## src/decode_params.svh

```systemverilog
`ifndef DECODE_PARAMS_SVH
`define DECODE_PARAMS_SVH

// datapath widths
`define DATA_W      16
`define REG_COUNT   8
`define REG_ADDR_W  3

// host port address width, only the low REG_ADDR_W bits select a register
`define APB_ADDR_W  4

// ***************************************************************************
// opcode values, instruction bits 2..0
// ***************************************************************************
`define OP_RTYPE    3'd0
`define OP_ADDI     3'd1
`define OP_LOAD     3'd2
`define OP_STORE    3'd3
`define OP_BEQ      3'd4
`define OP_BNE      3'd5
`define OP_JAL      3'd6
`define OP_JR       3'd7

`endif

```

## src/decodePkg.sv

```systemverilog
`default_nettype none
`include "decode_params.svh"

package decodePkg;

    typedef logic [`DATA_W-1:0]     wordT;
    typedef logic [`REG_ADDR_W-1:0] regAddrT;
    typedef logic [15:0]            instrT;
    typedef logic [3:0]             funcT;
    typedef logic [2:0]             aluOpT;
    typedef logic [1:0]             regStoreT;   // writeback source select

    localparam aluOpT    aluAdd   = 3'd0;
    localparam regStoreT storeAlu = 2'd0;
    localparam regStoreT storeMem = 2'd1;
    localparam regStoreT storePc2 = 2'd2;

    typedef enum logic [2:0] {
        opRtype = `OP_RTYPE,
        opAddi  = `OP_ADDI,
        opLoad  = `OP_LOAD,
        opStore = `OP_STORE,
        opBeq   = `OP_BEQ,
        opBne   = `OP_BNE,
        opJal   = `OP_JAL,
        opJr    = `OP_JR
    } opcodeE;

    typedef struct packed {
        wordT  pc;
        wordT  pcPlus2;
        instrT ir;
    } ifIdT;

    typedef struct packed {
        logic     regWrite;
        logic     aluSrc;     // second ALU operand is the immediate
        aluOpT    aluOp;
        logic     memWrite;
        logic     memRead;
        regStoreT regStore;
        logic     branch;
        logic     jump;
        logic     jumpReg;
    } ctrlT;

    typedef struct packed {
        logic    write;
        regAddrT addr;
        wordT    data;
    } wbT;

    typedef struct packed {
        logic                   psel;
        logic                   penable;
        logic                   pwrite;
        logic [`APB_ADDR_W-1:0] paddr;
        wordT                   pwdata;
    } apbReqT;

    typedef struct packed {
        logic pready;
        wordT prdata;
    } apbRspT;

    typedef struct packed {
        wordT arg1;   // Rs1
        wordT arg2;   // Rs2
        wordT arg3;   // Rd, also the JR target
    } operandsT;

endpackage

`default_nettype wire

```

## src/ifIdLatch.sv

```systemverilog
`default_nettype none

module ifIdLatch
    import decodePkg::*;
(
    input  wire logic clk,
    input  wire logic rst,
    input  wire logic latchEn,
    input  wire ifIdT fetchIn,
    output ifIdT      stage
);

    // an all zero ir is an R-type add into r0, so reset leaves a bubble behind
    always_ff @(posedge clk) begin
        if (rst) begin
            stage <= '0;
        end else if (latchEn) begin
            stage <= fetchIn;
        end
        // with latchEn low the stage holds while the pipeline is stalled
    end

endmodule

`default_nettype wire

```

## src/controlDecoder.sv

```systemverilog
`default_nettype none

module controlDecoder
    import decodePkg::*;
(
    input  wire instrT ir,
    output ctrlT       ctrl
);

    opcodeE  opcode;
    funcT    func;
    regAddrT rd;
    logic    writesRd;

    assign opcode = opcodeE'(ir[2:0]);
    assign func   = ir[15:12];
    assign rd     = ir[5:3];

    // ***********************************************************************
    // control word
    // ***********************************************************************
    always_comb begin
        ctrl     = '0;
        writesRd = 1'b0;
        ctrl.aluOp    = aluAdd;
        ctrl.regStore = storeAlu;

        case (opcode)
            opRtype: begin
                writesRd = 1'b1;
                // only eight ALU operations exist, larger codes fall back to add
                ctrl.aluOp = (func > 4'd7) ? aluAdd : func[2:0];
            end
            opAddi: begin
                writesRd    = 1'b1;
                ctrl.aluSrc = 1'b1;
            end
            opLoad: begin
                writesRd      = 1'b1;
                ctrl.aluSrc   = 1'b1;   // address is base plus offset
                ctrl.memRead  = 1'b1;
                ctrl.regStore = storeMem;
            end
            opStore: begin
                ctrl.aluSrc   = 1'b1;
                ctrl.memWrite = 1'b1;
            end
            opBeq, opBne: begin
                ctrl.branch = 1'b1;
            end
            opJal: begin
                writesRd      = 1'b1;
                ctrl.jump     = 1'b1;
                ctrl.regStore = storePc2;   // link register gets the return address
            end
            opJr: begin
                ctrl.jump    = 1'b1;
                ctrl.jumpReg = 1'b1;
            end
            default: begin
                ctrl = '0;
            end
        endcase

        // writes into r0 are dropped here so bubbles never update a register
        ctrl.regWrite = writesRd && (rd != '0);
    end

    // a memory access is either a load or a store, the memory stage relies on it
    assert final (!(ctrl.memRead && ctrl.memWrite))
        else $error("memRead and memWrite decoded together for ir %h", ir);

endmodule

`default_nettype wire

```

## src/registerFile.sv

```systemverilog
`default_nettype none
`include "decode_params.svh"

module registerFile
    import decodePkg::*;
(
    input  wire logic    clk,
    input  wire logic    rst,
    input  wire regAddrT rs1,
    input  wire regAddrT rs2,
    input  wire regAddrT rd,
    input  wire wbT      wb,
    input  wire apbReqT  apbReq,
    output apbRspT       apbRsp,
    output operandsT     operands
);

    wordT    regs [`REG_COUNT];
    regAddrT apbAddr;
    logic    setupPhase;
    logic    accessPhase;
    logic    apbWrite;
    regAddrT wrAddr;
    wordT    wrData;
    logic    wrEn;

    assign apbAddr     = apbReq.paddr[`REG_ADDR_W-1:0];   // upper address bits ignored
    assign setupPhase  = apbReq.psel && !apbReq.penable;
    assign accessPhase = apbReq.psel && apbReq.penable;

    // ***********************************************************************
    // host port, held off for any cycle with a writeback
    // ***********************************************************************
    assign apbRsp.pready = !wb.write;
    assign apbRsp.prdata = accessPhase ? regs[apbAddr] : '0;

    assign apbWrite = accessPhase && apbReq.pwrite && apbRsp.pready;

    // the two sources never meet because pready is low whenever wb.write is high
    assign wrAddr = wb.write ? wb.addr : apbAddr;
    assign wrData = wb.write ? wb.data : apbReq.pwdata;
    assign wrEn   = (wb.write || apbWrite) && (wrAddr != '0);   // r0 stays zero

    always_ff @(posedge clk) begin
        if (rst) begin
            for (int i = 0; i < `REG_COUNT; i++) begin
                regs[i] <= '0;
            end
        end else if (wrEn) begin
            regs[wrAddr] <= wrData;
        end
    end

    // reads see the array before the edge, so a same-cycle write shows up next cycle
    assign operands.arg1 = regs[rs1];
    assign operands.arg2 = regs[rs2];
    assign operands.arg3 = regs[rd];

    // ***********************************************************************
    // checks
    // ***********************************************************************

    // an access phase is entered from setup or continues a stalled access
    assert property (@(posedge clk) disable iff (rst)
        accessPhase |-> $stable(apbReq.paddr) &&
            ($past(setupPhase) || $past(accessPhase && !apbRsp.pready)))
        else $error("APB access phase without a matching setup phase");

    assert property (@(posedge clk) disable iff (rst) regs[0] == '0)
        else $error("r0 was written");

endmodule

`default_nettype wire

```

## src/immediateGen.sv

```systemverilog
`default_nettype none

module immediateGen
    import decodePkg::*;
(
    input  wire instrT ir,
    output wordT       imm
);

    opcodeE opcode;

    assign opcode = opcodeE'(ir[2:0]);

    always_comb begin
        case (opcode)
            opAddi, opLoad: begin
                imm = {{9{ir[15]}}, ir[15:9]};
            end
            opStore, opBeq, opBne: begin
                // split field because bits 11..6 hold the two source registers
                imm = {{9{ir[15]}}, ir[15:12], ir[5:3]};
            end
            opJal: begin
                imm = {{2{ir[15]}}, ir[15:3], 1'b0};   // halfword offset
            end
            default: begin
                imm = '0;
            end
        endcase
    end

endmodule

`default_nettype wire

```

## src/branchUnit.sv

```systemverilog
`default_nettype none

module branchUnit
    import decodePkg::*;
(
    input  wire wordT     pc,
    input  wire ctrlT     ctrl,
    input  wire instrT    ir,
    input  wire operandsT operands,
    input  wire wordT     imm,
    input  wire logic     fwdSel1,
    input  wire logic     fwdSel2,
    input  wire wordT     fwdData,
    output wordT          newPc,
    output logic          branchTaken
);

    wordT   cmpA;
    wordT   cmpB;
    wordT   pcTarget;
    logic   equal;
    logic   condMet;
    opcodeE opcode;

    assign opcode = opcodeE'(ir[2:0]);

    // ***********************************************************************
    // compare with forwarding
    // ***********************************************************************

    // the hazard unit picks fwdData when a result is still in flight
    assign cmpA = fwdSel1 ? fwdData : operands.arg1;
    assign cmpB = fwdSel2 ? fwdData : operands.arg2;

    assign equal   = (cmpA == cmpB);
    assign condMet = (opcode == opBne) ? !equal : equal;

    assign branchTaken = ctrl.jump || (ctrl.branch && condMet);

    // ***********************************************************************
    // target
    // ***********************************************************************
    assign pcTarget = pc + imm;
    assign newPc    = ctrl.jumpReg ? operands.arg3 : pcTarget;   // JR jumps to Rd

endmodule

`default_nettype wire

```

## src/decodeStage.sv

```systemverilog
`default_nettype none

module decodeStage
    import decodePkg::*;
(
    input  wire logic   clk,
    input  wire logic   rst,
    input  wire logic   latchEn,
    input  wire ifIdT   fetchIn,
    input  wire wbT     wb,
    input  wire logic   fwdSel1,
    input  wire logic   fwdSel2,
    input  wire wordT   fwdData,
    input  wire apbReqT apbReq,
    output apbRspT      apbRsp,
    output wordT        pcPlus2,
    output ctrlT        ctrl,
    output operandsT    operands,
    output wordT        imm,
    output regAddrT     rs1,
    output regAddrT     rs2,
    output regAddrT     rd,
    output wordT        newPc,
    output logic        branchTaken
);

    ifIdT stage;

    ifIdLatch u_ifIdLatch (
        .clk     (clk),
        .rst     (rst),
        .latchEn (latchEn),
        .fetchIn (fetchIn),
        .stage   (stage)
    );

    // register fields of the latched instruction
    assign rs1     = stage.ir[8:6];
    assign rs2     = stage.ir[11:9];
    assign rd      = stage.ir[5:3];
    assign pcPlus2 = stage.pcPlus2;

    controlDecoder u_controlDecoder (
        .ir   (stage.ir),
        .ctrl (ctrl)
    );

    registerFile u_registerFile (
        .clk      (clk),
        .rst      (rst),
        .rs1      (rs1),
        .rs2      (rs2),
        .rd       (rd),
        .wb       (wb),
        .apbReq   (apbReq),
        .apbRsp   (apbRsp),
        .operands (operands)
    );

    immediateGen u_immediateGen (
        .ir  (stage.ir),
        .imm (imm)
    );

    branchUnit u_branchUnit (
        .pc          (stage.pc),
        .ctrl        (ctrl),
        .ir          (stage.ir),
        .operands    (operands),
        .imm         (imm),
        .fwdSel1     (fwdSel1),
        .fwdSel2     (fwdSel2),
        .fwdData     (fwdData),
        .newPc       (newPc),
        .branchTaken (branchTaken)
    );

endmodule

`default_nettype wire

```

## config.mk

```make
export PLATFORM = sky130hd
export DESIGN_NAME = decodeStage
export DESIGN_NICKNAME = d
export VERILOG_FILES = /design/src/decodePkg.sv /design/src/ifIdLatch.sv /design/src/controlDecoder.sv /design/src/registerFile.sv /design/src/immediateGen.sv /design/src/branchUnit.sv /design/src/decodeStage.sv
export VERILOG_INCLUDE_DIRS = /design/src /design/src/src
export SDC_FILE = /design/constraint.sdc
export NUM_CORES = 1
export LEC_CHECK = 0
export BUFFER_PORTS_ARGS = -buffer_cell sky130_fd_sc_hd__buf_2
export CELL_PAD_IN_SITES_DETAIL_PLACEMENT = 1
export CELL_PAD_IN_SITES_GLOBAL_PLACEMENT = 1
export CORE_MARGIN = 3
export CORE_UTILIZATION = 48
export CTS_CLUSTER_SIZE = 8
export DETAILED_ROUTE_END_ITERATION = 8
export GPL_ROUTABILITY_DRIVEN = 1
export PLACE_DENSITY = 0.95
export SYNTH_ARGS = -nofsm -noshare
export SYNTH_HDL_FRONTEND = slang
export SYNTH_SLANG_ARGS = --single-unit
```

## constraint.sdc

```tcl
create_clock -name clk -period 10.9 [get_ports clk]
set_clock_uncertainty 0.1 [all_clocks]
set_input_delay 3.27 -clock clk [delete_from_list [all_inputs] [get_ports clk]]
set_output_delay 3.27 -clock clk [all_outputs]
set_load 0.02 [all_outputs]
```

==> impl_metrics.ini <==
[routing]
drc = 0
drtIter0Drc = 1629
wirelength_um = 48600
antenna_left = 0
firstDrtPassIters = 6
viasPerCell = 6.81
vias = 10700
wl_per_cell_um = 30.8

[clock_tree]
cts_setup_buffers = 0
cts_tree = yes
clkLatencyLatePin_ns = 0.47
cts.repair.resized = 0
cts_hold_buffers = 0
cts-root-buf = clkbuf_16
cts_buffers = 17
htreeDepth = 4
path_clk_slew_ns = 0.07
clkSinkCount = 185
clockBufferDepth = 2

[logic_synthesis]
yosysUniqueCellTypes = 57
synth_seq_cells = 185
synth.cell_area_um2 = 12400
synthCells = 1049
synth_ff_type = edfxtp_1
synth-seq-area-share = 0.402
synth_edf_count = 128
synthArstFlopShare = 0
yosys_warnings = 0
avgSynthCellArea_um2 = 11.8

[finish]
final_layout_size_suffix_gt1_frac = 0.377
layout.nets = 1360
final_area_um2 = 14200
multiInputGateArea_um2 = 6800
diodes = 0
fillCellCount = 2677
regArea_um2 = 4990
syn_to_final_growth_pct = 14.8

[sta]
tns_ns = 0
worst_slew_pin_slew_ns = 1.27
fmax_mhz = 112
rsz0062_at_grt = no
fin_crit_ns = 8.95
slew_violations = 0
finalCritPeriodShare = 0.821
hold_violations = 0
setup-violations-final = 0
slew_headroom = 0.153
timing.hold.ws_ns = 0.401
postLayoutSetupSlackWorst_ns = 1.95

[global_route]
antenna_found_initial = 1
grt_first_pass_wirelength_um = 72300
grt_start_max_net_pins = 74
met2_usage = 0.563
grtUsageMet3 = 0.0995
grt_pass1_vias = 11300
grt-busiest-layer = met2
met1_usage = 0.418
grt_util_all_layers = 0.344
overflow = 0

[floorplanning]
rows = 58
ios = 247
initial_utilization = 0.491
fp.dieArea_um2 = 27800
fp.dieH_um = 167
core_um2 = 25300
die_w_um = 167

[worst_hold_path]
min_path_cells = 2
min_from = u_ifIdLatch.stage[23]
hold_path_class = reg -> reg
min_to = u_ifIdLatch.stage[23]

[setup_path]
crit_chain = buf_2 > clkinv_1 > mux2i_1 > nor2_1 > buf_2
startpoint_type = input port
critPathSlowestCell = clkinv_1
rr_startpoint = u_ifIdLatch.stage[1]
reg2reg_to = u_ifIdLatch.stage[1]
r2r_cells = 2
worstSetupPathType = in -> out
arrival_ns = 5.58
cp_common_cell = buf_2
critPathTopFamily = buffers and inverters
slowest_delay_ns = 0.97
cp_num_buf_inv = 3
regToRegSetupSlack_ns = 9.70
required_ns = 7.53
crit_fanout = 18
cp-end-kind = output pin

[power]
p_leak_uw = 0.00565
powerDensity_nw_per_um2 = 144
peakVddDrop_v = 0.000116

[run_status]
status = completed

[placed_design]
place_area_um2 = 13600
io_buffers = 245
gp_congestion = 0.867
dp_slack_ns = 2.09
dpl.hpwl_um = 31700

[flow_run]
maxCapViolCount = 0
-- placed cells by master (no fill, tap or decap), drive strengths merged, types with 5 or more instances in the layout --
cell / instances
xor2: 19
nand3: 6
ha: 15
buf: 256
mux4: 128
inv: 37
nor2: 185
a21oi: 39
o21ai: 33
clkinv: 8
clkbuf: 17
dfxtp: 57
mux2i: 84
edfxtp: 128
nand2: 67
nor3: 10
nand2b: 12
o31ai: 5
conb: 16
xnor2: 23
mux2: 41
nor2b: 6
nand4: 7
-- final cells by class --
cell class	count	share of cell area
inverter	30	0.00792
clock inverter	15	0.0124
tap	330	0.0290
sequential	185	0.351
clock buffer	17	0.0299
timing repair buffer	256	0.0920
multi-input combinational	742	0.478
-- registers in the layout, summed over array words and instances, names as in the netlist, named ones only --
register	cells
u_registerFile.regs	128
u_ifIdLatch.stage	48
-- metrics by stage --
stage	power, µW	cells	util
final	2050	1575	0.563
after floorplan	1200	1064	-
after CTS	2030	1575	0.563
after global placement	1360	1543	0.539
after global routing	2100	1575	0.563
after detailed placement	1390	1543	0.539
-- cells in the mapped netlist, types with 4 or more instances --
master,number,area [µm²]
nor2_1,185,694
clkbuf_1,52,195
nand2b_1,12,75.1
xnor2_1,21,184
nor3_1,10,50.1
nand2_1,67,251
nor4_1,4,25.0
o21ai_0,32,160
buf_1,18,67.6
mux4_2,128,2880
xor2_1,19,166
buf_2,5,25.0
nor2b_1,6,37.5
mux2_2,39,439
o31ai_1,5,37.5
edfxtp_1,128,3840
o32ai_1,4,35.0
nand4_1,7,43.8
ha_1,15,188
mux2i_1,80,801
a21oi_1,39,195
inv_1,29,109
nand3_1,6,30.0
a22oi_1,4,30.0
buf_4,28,210
dfxtp_1,57,1140
-- power breakdown --
part           leakage (µW)  internal [µW]  switching (µW)
Combinational       0.00366            220             322
Clock              0.000293            311             339
Sequential          0.00170            799            61.2
-- worst max path at each step --
stage                              to                  from  cells after the start
after floorplan           branchTaken               fwdSel1                      8
after global placement      apbRsp[2]            apbReq[16]                      6
after detailed placement  branchTaken               fwdSel1                      9
after CTS                 branchTaken               fwdSel1                      9
after global routing        newPc[12]  u_ifIdLatch.stage[1]                     17
final                      apbRsp[15]            apbReq[18]                      5
-- cell families after synthesis --
group | Yosys count | share of synthesized area
AOI/OAI and AO/OA | 106 | 0.0509
xor gates and xnor gates | 42 | 0.0309
adders and majority gates | 16 | 0.0168
buffers and inverters | 137 | 0.0536
DFF | 185 | 0.402
muxes | 253 | 0.341
other | 1 | 0.000303
and+or+nand+nor | 309 | 0.104
-- worst reg2reg max path, stage by stage, from the launching register on --
cell	delay, ns
dfxtp_1	0.77
mux2i_1	0.15
nor2_1	0.11
-- metal layers --
metal,up-vias,routed length (µm)
li1,4242,-
met1,5273,16400
met2,978,23300
met3,235,6060
met4,2,2800
met5,-,11
No activity file was read; power rests on OpenSTA's default activity.
